## config.mk

```make
export PLATFORM = sky130hd
export DESIGN_NAME = zx_mem_top
export DESIGN_NICKNAME = d
export VERILOG_FILES = /design/src/hdl/zx_pkg.sv /design/src/hdl/zx_ifaces.sv /design/src/hdl/z80_bus_decoder.sv /design/src/hdl/port_regs.sv /design/src/hdl/window_pager.sv /design/src/hdl/mem_mapper.sv /design/src/hdl/zx_mem_top.sv
export VERILOG_INCLUDE_DIRS = /design/src /design/src/hdl
export SDC_FILE = /design/constraint.sdc
export NUM_CORES = 1
export LEC_CHECK = 0
export BUFFER_PORTS_ARGS = -buffer_cell sky130_fd_sc_hd__buf_4
export CAP_MARGIN = 20
export CORE_ASPECT_RATIO = 1.4
export CORE_MARGIN = 2
export CORE_UTILIZATION = 45
export DETAILED_ROUTE_END_ITERATION = 8
export REMOVE_ABC_BUFFERS = 1
export SLEW_MARGIN = 40
export SYNTH_ARGS = -nofsm -noshare
export SYNTH_HDL_FRONTEND = slang
export SYNTH_SLANG_ARGS = --single-unit
```

## constraint.sdc

```tcl
create_clock -name fclk -period 2.1 [get_ports fclk]
set_clock_uncertainty 0.15 [all_clocks]
set_input_delay 0.21 -clock fclk [delete_from_list [all_inputs] [get_ports fclk]]
set_output_delay 0.21 -clock fclk [all_outputs]
set_load 0.02 [all_outputs]
```

## src/hdl/zx_defines.svh

```systemverilog
`ifndef ZX_DEFINES_SVH
`define ZX_DEFINES_SVH

//////////////////////////////////////////////////////////////////////
// memory layout
//////////////////////////////////////////////////////////////////////

// four 16k windows over the z80 space
`define ZX_NUM_WIN 4

// page field widths
`define ZX_ROM_PG_W 5
`define ZX_RAM_PG_W 7

//////////////////////////////////////////////////////////////////////
// port addresses
//////////////////////////////////////////////////////////////////////

// full decode
`define ZX_PORT_EFF7 16'hEFF7

// low byte decode only
`define ZX_PORT_LO_F7 8'hF7
`define ZX_PORT_LO_77 8'h77
`define ZX_PORT_LO_FE 8'hFE

// opcode fetch from 3Dxx arms the dos rom
`define ZX_DOS_TRAP_HI 8'h3D

`endif

```

## src/hdl/zx_pkg.sv

```systemverilog
package zx_pkg;

	`include "zx_defines.svh"

	// ram view of a page byte
	typedef struct packed {
		logic                    is_ram;
		logic [`ZX_RAM_PG_W-1:0] page;
	} page_ram_t;

	// rom view, same flag position
	typedef struct packed {
		logic                    is_ram;
		logic [1:0]              rsvd;
		logic [`ZX_ROM_PG_W-1:0] page;
	} page_rom_t;

	// flag bit picks the valid view
	typedef union packed {
		page_ram_t  ram;
		page_rom_t  rom;
		logic [7:0] raw;
	} page_word_t;

	function automatic page_word_t mk_ram_page(input logic [`ZX_RAM_PG_W-1:0] pg);
		page_word_t w;
		w.ram.is_ram = 1'b1;
		w.ram.page   = pg;
		return w;
	endfunction

	function automatic page_word_t mk_rom_page(input logic [`ZX_ROM_PG_W-1:0] pg);
		page_word_t w;
		w.rom.is_ram = 1'b0;
		w.rom.rsvd   = 2'b00;
		w.rom.page   = pg;
		return w;
	endfunction

	// two active low z80 strobes asserted together
	function automatic logic both_low(input logic a_n, input logic b_n);
		return ~a_n & ~b_n;
	endfunction

	// partial port decode on the low address byte
	function automatic logic lo_port_hit(input logic [15:0] addr, input logic [7:0] lo);
		return addr[7:0] == lo;
	endfunction

endpackage

```

## src/hdl/zx_ifaces.sv

```systemverilog
`timescale 1ns/1ps

//////////////////////////////////////////////////////////////////////
// decoded z80 bus cycles
//////////////////////////////////////////////////////////////////////

interface z80_cycle_if;
	// one fclk pulse per cycle start
	logic        io_wr;
	logic        m1_fetch;
	// level while the read lasts
	logic        io_rd;
	logic [15:0] addr;
	logic [7:0]  wdata;

	modport source (
		output io_wr,
		output io_rd,
		output m1_fetch,
		output addr,
		output wdata
	);

	modport sink (
		input io_wr,
		input io_rd,
		input m1_fetch,
		input addr,
		input wdata
	);
endinterface

//////////////////////////////////////////////////////////////////////
// configuration port state
//////////////////////////////////////////////////////////////////////

interface port_cfg_if;
	logic [7:0] p7ffd;
	logic [7:0] peff7;
	logic       pager_on;
	logic       cpm_n;

	modport source (
		output p7ffd,
		output peff7,
		output pager_on,
		output cpm_n
	);

	modport sink (
		input p7ffd,
		input peff7,
		input pager_on,
		input cpm_n
	);
endinterface

```

## src/hdl/z80_bus_decoder.sv

```systemverilog
`timescale 1ns/1ps

module z80_bus_decoder
	import zx_pkg::*;
(
	input  logic        fclk,
	input  logic        rst,
	input  logic [15:0] a,
	input  logic [7:0]  d_in,
	input  logic        iorq_n,
	input  logic        mreq_n,
	input  logic        rd_n,
	input  logic        wr_n,
	input  logic        m1_n,
	z80_cycle_if.source bus
);

	// first stage, raw pin samples
	logic [15:0] s_a;
	logic [7:0]  s_d;
	logic        s_iorq_n;
	logic        s_mreq_n;
	logic        s_rd_n;
	logic        s_wr_n;
	logic        s_m1_n;

	// cycle levels and their previous values
	logic io_wr_lvl;
	logic m1_lvl;
	logic io_wr_lvl_q;
	logic m1_lvl_q;

	always_ff @(posedge fclk)
	begin
		s_a <= a;
		s_d <= d_in;
		if (rst)
		begin
			s_iorq_n <= 1'b1;
			s_mreq_n <= 1'b1;
			s_rd_n   <= 1'b1;
			s_wr_n   <= 1'b1;
			s_m1_n   <= 1'b1;
		end
		else
		begin
			s_iorq_n <= iorq_n;
			s_mreq_n <= mreq_n;
			s_rd_n   <= rd_n;
			s_wr_n   <= wr_n;
			s_m1_n   <= m1_n;
		end
	end

	assign io_wr_lvl = both_low(s_iorq_n, s_wr_n);
	assign m1_lvl    = both_low(s_mreq_n, s_m1_n);

	// address and data line up with the strobes
	always_ff @(posedge fclk)
	begin
		bus.addr  <= s_a;
		bus.wdata <= s_d;
	end

	always_ff @(posedge fclk)
	begin
		if (rst)
		begin
			io_wr_lvl_q  <= 1'b0;
			m1_lvl_q     <= 1'b0;
			bus.io_wr    <= 1'b0;
			bus.m1_fetch <= 1'b0;
			bus.io_rd    <= 1'b0;
		end
		else
		begin
			io_wr_lvl_q  <= io_wr_lvl;
			m1_lvl_q     <= m1_lvl;
			// falling edge of the sampled cycle
			bus.io_wr    <= io_wr_lvl & ~io_wr_lvl_q;
			bus.m1_fetch <= m1_lvl & ~m1_lvl_q;
			bus.io_rd    <= both_low(s_iorq_n, s_rd_n);
		end
	end

endmodule

```

## src/hdl/port_regs.sv

```systemverilog
`timescale 1ns/1ps

`include "zx_defines.svh"

module port_regs
	import zx_pkg::*;
(
	input  logic        fclk,
	input  logic        rst,
	z80_cycle_if.sink   bus,
	port_cfg_if.source  cfg,
	output logic [7:0]  d_out,
	output logic        d_oe,
	output logic [2:0]  border,
	output logic        beep
);

	logic hit_7ffd;
	logic hit_eff7;
	logic hit_77;
	logic hit_fe;
	logic lock_7ffd;

	//////////////////////////////////////////////////////////////////////
	// address decode
	//////////////////////////////////////////////////////////////////////

	// pentagon style, only A15 and A1
	assign hit_7ffd = ~bus.addr[15] & ~bus.addr[1];
	assign hit_eff7 = bus.addr == `ZX_PORT_EFF7;
	assign hit_77   = lo_port_hit(bus.addr, `ZX_PORT_LO_77);
	assign hit_fe   = lo_port_hit(bus.addr, `ZX_PORT_LO_FE);

	// bit 5 freezes 7ffd until reset
	assign lock_7ffd = cfg.p7ffd[5];

	//////////////////////////////////////////////////////////////////////
	// write side
	//////////////////////////////////////////////////////////////////////

	always_ff @(posedge fclk)
	begin
		if (rst)
		begin
			cfg.p7ffd    <= 8'h00;
			cfg.peff7    <= 8'h00;
			cfg.pager_on <= 1'b0;
			cfg.cpm_n    <= 1'b1;
			border       <= 3'd0;
			beep         <= 1'b0;
		end
		else if (bus.io_wr)
		begin
			if (hit_7ffd && !lock_7ffd)
				cfg.p7ffd <= bus.wdata;
			if (hit_eff7)
				cfg.peff7 <= bus.wdata;
			// atm config, mode bits ride on the high address byte
			if (hit_77)
			begin
				cfg.pager_on <= bus.addr[8];
				cfg.cpm_n    <= bus.addr[9];
			end
			if (hit_fe)
			begin
				border <= bus.wdata[2:0];
				beep   <= bus.wdata[4];
			end
		end
	end

	//////////////////////////////////////////////////////////////////////
	// readback
	//////////////////////////////////////////////////////////////////////

	always_ff @(posedge fclk)
	begin
		d_out <= hit_eff7 ? cfg.peff7 : cfg.p7ffd;
	end

	always_ff @(posedge fclk)
	begin
		if (rst)
			d_oe <= 1'b0;
		else
			d_oe <= bus.io_rd & (hit_7ffd | hit_eff7);
	end

endmodule

```

## src/hdl/window_pager.sv

```systemverilog
`timescale 1ns/1ps

`include "zx_defines.svh"

module window_pager
	import zx_pkg::*;
#(
	parameter int WIN = 0
)
(
	input  logic       fclk,
	input  logic       rst,
	z80_cycle_if.sink  bus,
	port_cfg_if.sink   cfg,
	input  logic       dos,
	output page_word_t page
);

	page_word_t page_q;
	page_word_t pent_page;
	logic       wr_hit;
	logic [1:0] ext_hi;

	// xxF7 with the window index on A15..A14
	assign wr_hit = bus.io_wr
		& lo_port_hit(bus.addr, `ZX_PORT_LO_F7)
		& (bus.addr[15:14] == 2'(WIN));

	always_ff @(posedge fclk)
	begin
		if (rst)
			page_q <= mk_rom_page('0);
		else if (wr_hit)
			page_q.raw <= bus.wdata;
	end

	// eff7 bit 2 turns off the 512k extension
	assign ext_hi = cfg.peff7[2] ? 2'b00 : cfg.p7ffd[7:6];

	//////////////////////////////////////////////////////////////////////
	// pentagon fallback layout
	//////////////////////////////////////////////////////////////////////

	always_comb
	begin
		case (WIN)
			0:
			begin
				// ram0 at 0000 when eff7 bit 3 is set
				if (cfg.peff7[3])
					pent_page = mk_ram_page('0);
				else
					pent_page = mk_rom_page({3'b000, dos, cfg.p7ffd[4]});
			end
			1:
				pent_page = mk_ram_page(7'd5);
			2:
				pent_page = mk_ram_page(7'd2);
			default:
				pent_page = mk_ram_page({2'b00, ext_hi, cfg.p7ffd[2:0]});
		endcase
	end

	assign page = cfg.pager_on ? page_q : pent_page;

endmodule

```

## src/hdl/mem_mapper.sv

```systemverilog
`timescale 1ns/1ps

`include "zx_defines.svh"

module mem_mapper
	import zx_pkg::*;
(
	input  logic                    fclk,
	input  logic                    rst,
	z80_cycle_if.sink               bus,
	port_cfg_if.sink                cfg,
	input  page_word_t              win_page [`ZX_NUM_WIN],
	input  logic [1:0]              a_hi,
	input  logic                    mreq_n,
	input  logic                    rd_n,
	output logic                    dos,
	output logic                    dos_n,
	output logic                    csrom,
	output logic                    romoe_n,
	output logic [`ZX_ROM_PG_W-1:0] rompg,
	output logic [`ZX_RAM_PG_W-1:0] ram_page
);

	logic       dos_on;
	logic       dos_off;
	page_word_t sel;

	//////////////////////////////////////////////////////////////////////
	// dos trap
	//////////////////////////////////////////////////////////////////////

	// fetch from 3Dxx while basic48 rom sits in window 0
	assign dos_on = bus.m1_fetch
		& (bus.addr[15:8] == `ZX_DOS_TRAP_HI)
		& ~win_page[0].rom.is_ram
		& cfg.p7ffd[4];

	// any fetch outside the rom window leaves dos
	assign dos_off = bus.m1_fetch & (bus.addr[15:14] != 2'b00);

	always_ff @(posedge fclk)
	begin
		if (rst)
			dos <= 1'b0;
		else if (!cfg.cpm_n)
			dos <= 1'b1;
		else if (dos_on)
			dos <= 1'b1;
		else if (dos_off)
			dos <= 1'b0;
	end

	assign dos_n = ~dos;

	//////////////////////////////////////////////////////////////////////
	// window decode
	//////////////////////////////////////////////////////////////////////

	assign sel      = win_page[a_hi];
	assign csrom    = ~sel.ram.is_ram;
	assign rompg    = csrom ? sel.rom.page : '0;
	assign ram_page = csrom ? '0 : sel.ram.page;

	// rom output enable only on a real memory read
	assign romoe_n = ~(csrom & both_low(mreq_n, rd_n));

endmodule

```

## src/hdl/zx_mem_top.sv

```systemverilog
`timescale 1ns/1ps

`include "zx_defines.svh"

module zx_mem_top (
	input  logic                    fclk,
	input  logic                    rst,
	input  logic [15:0]             a,
	input  logic [7:0]              d_in,
	output logic [7:0]              d_out,
	output logic                    d_oe,
	input  logic                    iorq_n,
	input  logic                    mreq_n,
	input  logic                    rd_n,
	input  logic                    wr_n,
	input  logic                    m1_n,
	output logic                    csrom,
	output logic                    romoe_n,
	output logic [`ZX_ROM_PG_W-1:0] rompg,
	output logic [`ZX_RAM_PG_W-1:0] ram_page,
	output logic                    dos_n,
	output logic [2:0]              border,
	output logic                    beep
);

	z80_cycle_if bus ();
	port_cfg_if  cfg ();

	zx_pkg::page_word_t win_page [`ZX_NUM_WIN];
	logic               dos;

	z80_bus_decoder u_decoder (
		.fclk   (fclk),
		.rst    (rst),
		.a      (a),
		.d_in   (d_in),
		.iorq_n (iorq_n),
		.mreq_n (mreq_n),
		.rd_n   (rd_n),
		.wr_n   (wr_n),
		.m1_n   (m1_n),
		.bus    (bus.source)
	);

	port_regs u_ports (
		.fclk   (fclk),
		.rst    (rst),
		.bus    (bus.sink),
		.cfg    (cfg.source),
		.d_out  (d_out),
		.d_oe   (d_oe),
		.border (border),
		.beep   (beep)
	);

	// one pager per 16k window
	for (genvar w = 0; w < `ZX_NUM_WIN; w++)
	begin : g_win
		window_pager #(.WIN(w)) u_pager (
			.fclk (fclk),
			.rst  (rst),
			.bus  (bus.sink),
			.cfg  (cfg.sink),
			.dos  (dos),
			.page (win_page[w])
		);
	end

	mem_mapper u_mapper (
		.fclk     (fclk),
		.rst      (rst),
		.bus      (bus.sink),
		.cfg      (cfg.sink),
		.win_page (win_page),
		.a_hi     (a[15:14]),
		.mreq_n   (mreq_n),
		.rd_n     (rd_n),
		.dos      (dos),
		.dos_n    (dos_n),
		.csrom    (csrom),
		.romoe_n  (romoe_n),
		.rompg    (rompg),
		.ram_page (ram_page)
	);

endmodule

```

==> run_results.csv <==
group,metric,value,unit
status,status,"finished, violations left",
status,failed_checks,"negative setup slack",
power,total_leakage_power,2.644,nW
clock_network,clk_pin_slew_worst_paths,0.05,ns
detailed_routing,route.detailed.drc,0,
placed_design,place_area,0.004836,mm²
yosys,ys_seq_area_share,57.24,%
layout,antennaDiodeCount,0,
layout,fin_cells,589,
yosys,synth_top_family_by_area,"simple AND/OR/NAND/NOR gates",
global_route,grt_pass1_wl,15.04,mm
sta,finalSetupViolCount,13,
placed_design,routabilityCongestion,0.7693,
floorplanning,die_y,119.2,µm
setup_path,critPathMaxFanout,6,
detailed_routing,avgViaCountPerCell,4.937,
global_route,gr-total-overflow,0,
clock_network,cts_tree,"yes",
sta,hold_viol_final,0,
clock_network,cts_buffers,17,
detailed_routing,drt-pass1-iter-count,4,
detailed_routing,routedWlPerCell,15.36,µm
yosys,synthSimpleGateAreaFrac,19.24,%
yosys,yosysWarnings,0,
placed_design,post-place-cells,526,
power,internal_power,4.533,mW
floorplanning,rows,42,
power,pwr_density_cell,966.2,mW/mm²
power,switchingPower,1.134,mW
yosys,synth_mux_area_share,17.16,%
detailed_routing,vias,2908,
global_route,track_usage,19.44,%
setup_path,endpoint_kind,"primary output",
floorplanning,die_w,86.30,µm
layout,drive_gt1_share,31.52,%
setup_path,startpoint_type,"flip-flop",
global_route,grt_pass1_vias,3006,
sta,rsz0062_at_grt,"true",
sta,tightest_slew,0.5657,ns
layout,nNetsFinal,497,
setup_path,r2r_slack,0.28,ns
yosys,syn_area,0.004267,mm²
yosys,synthArstFlopShare,0,%
layout,areaGrowthSynthToFinish,37.48,%
yosys,synth_fa_ha_area_share,0,%
yosys,synth_top_flop_cell,"dfxtp_1",
clock_network,h-tree-depth,4,
floorplanning,core_area,0.009354,mm²
power,p_clk_share,53.2,%
detailed_routing,drtIter0Drc,150,
yosys,synth.distinct_cells,42,
setup_path,worstPathRequired,1.74,ns
setup_path,path_class,"flip-flop to primary output",
sta,postLayoutSetupSlackWorst,-0.1677,ns
clock_network,worstSkewPairLatency,0.41,ns
detailed_routing,drt-total-wl,9.047,mm
sta,fin_hold_ws,0.07571,ns
layout,final_cell_area,0.005866,mm²
floorplanning,start_util,45.61,%
setup_path,critPathArrivalTime,1.91,ns
placed_design,hpwl,5.760,mm
yosys,synth_compound_area_share,3.666,%
power,power.switching_fraction,20.01,%
placed_design,place_ws,0.1529,ns
job,maxCapViolCount,0,
detailed_routing,ant_nets,0,
yosys,synth_xor_area_share,0,%
clock_network,clockBufferDepth,2,
sta,finalCriticalPeriod,2.268,ns
yosys,ys_ff_latch,122,
clock_network,cts-root-buf,"clkbuf_16",
yosys,synth_area_per_cell,11.69,µm²
sta,slew_headroom,62.29,%
yosys,synth_edf_count,0,
floorplanning,dieArea,0.01029,mm²
placed_design,io_buffer_count,58,
power,pwr-share-seq,42.4,%
global_route,antenna_found_initial,0,
clock_network,cts_sinks,122,
power,p_comb_share,4.4,%
yosys,synthCells,365,
floorplanning,boundaryPins,59,
hold_path,worst_hold_path_type,"input port to flip-flop",
layout,fill_cells,765,
sta,fin_crit_sh,108.0,%
sta,max_freq,441.0,MHz
power,ir_drop,0.6254,mV
global_route,grt_max_degree,68,
sta,slew_violations,0,
-- through the flow --
step	TNS [ns]	total power, mW	utilization (%)
6_report	-1.163	5.667	62.71
3_5_place_dp	0	2.642	51.70
2_1_floorplan	-0.3737	2.527	-
4_1_cts	-1.979	5.717	62.48
5_1_grt	-1.952	5.848	62.71
3_3_place_gp	0	2.638	51.70
-- kinds of logic (layout without fill, tap and decap cells) --
logic type / Yosys count / count (layout)
AO/OA/AOI/OAI: 23 / 23
buffers and inverters: 24 / 138
flip-flops: 122 / 122
multiplexers: 69 / 69
AND/OR/NAND/NOR: 127 / 127
-- worst max-delay path, stage by stage, from the launching register on --
cell and delay (ns):
dfxtp_2 0.34, mux2_4 0.31, o32a_4 0.37, or3_4 0.35, buf_6 0.14
-- flip-flops by register name, indices dropped and copies added (netlist names), 3 cells and up --
signal,count
g_win.u_pager.page_q,32
u_decoder.bus.addr,16
u_decoder.s_a,16
u_decoder.bus.wdata,8
u_decoder.s_d,8
u_ports.cfg.p7ffd,8
u_ports.cfg.peff7,8
u_ports.d_out,8
u_ports.border,3
-- power by group through the flow --
stage | sequential, mW | clock [mW] | combinational (mW)
6_report | 2.40 | 3.02 | 0.249
5_1_grt | 2.41 | 3.17 | 0.269
4_1_cts | 2.40 | 3.07 | 0.246
3_5_place_dp | 2.45 | 0 | 0.192
3_3_place_gp | 2.45 | 0 | 0.190
2_1_floorplan | 2.45 | 0 | 0.0811
-- cells in the mapped netlist (all sizes together) (2+ instances only) --
cell / count / share of area [%]
dfxtp: 122 / 57
mux2i: 57 / 13
nand2b: 54 / 7.9
nor2: 27 / 2.4
buf: 10 / 1.5
mux2: 10 / 2.7
nand2: 9 / 0.97
clkbuf: 8 / 0.70
a21oi: 6 / 0.70
inv: 6 / 0.53
or2: 6 / 0.88
a31oi: 5 / 0.73
nor3: 5 / 0.85
nor4: 4 / 1.3
and3: 3 / 0.44
nand3b: 3 / 0.79
nand4: 3 / 0.79
nor3b: 3 / 0.53
a21o: 2 / 0.35
and2: 2 / 0.29
mux4: 2 / 1.1
nand3: 2 / 0.53
nor4b: 2 / 0.41
o21ai: 2 / 0.23
o311ai: 2 / 0.41
-- metal layers --
| metal | vias to the layer above | track usage, % | part of all wire [%] |
|---|---|---|---|
| li1 | 1454 | - | - |
| met3 | 16 | 4.990 | 3.3 |
| met2 | 55 | 32.61 | 51 |
| met5 | - | 0 | 0 |
| met4 | 0 | 7.910 | 1.8 |
| met1 | 1383 | 23.48 | 43 |
-- cell type report --
class                           instances  area, µm²  area share (%)
Multi-Input combinational cell        219       1788           30.48
Timing Repair Buffer                  100      840.8           14.33
Inverter                                6      22.52          0.3840
Tap cell                              110      137.6           2.346
Clock inverter                         10      138.9           2.368
Sequential cell                       122       2444           41.66
Clock buffer                           22      494.2           8.426
-- placed cells by master (no fill, tap or decap), types with 6 or more instances in the layout --
cell type and count:
mux2i_1 57, nor2_1 23, buf_6 6, dlygate4sd3_1 27
nand2b_1 54, clkbuf_16 17, or2_2 6, dfxtp_1 121
buf_4 67, nand2_1 6, mux2_2 9
-- final timing paths --
path	startpoint	endpoint	cells past startpoint
max	u_ports.cfg.pager_on$_SDFFE_PP0P_	romoe_n	4
min	a[14]	u_decoder.s_a[14]$_DFF_P_	2
max reg2reg	u_decoder.bus.addr[1]$_DFF_P_	g_win[2].u_pager.page_q[3]$_SDFFE_PP0P_	4
min reg2reg	u_decoder.s_a[11]$_DFF_P_	u_decoder.bus.addr[11]$_DFF_P_	0
-- timing repair --
action / in CTS / in global routing
endpoints found under the setup margin: 14 / 14
gates resized for setup: 20 / 4
endpoints found under the hold margin: 27 / 0
setup buffers: 4 / 0
hold buffers: 27 / 0
pin swaps: 1 / 2
Note: power is estimated with default switching activity, not from simulation.
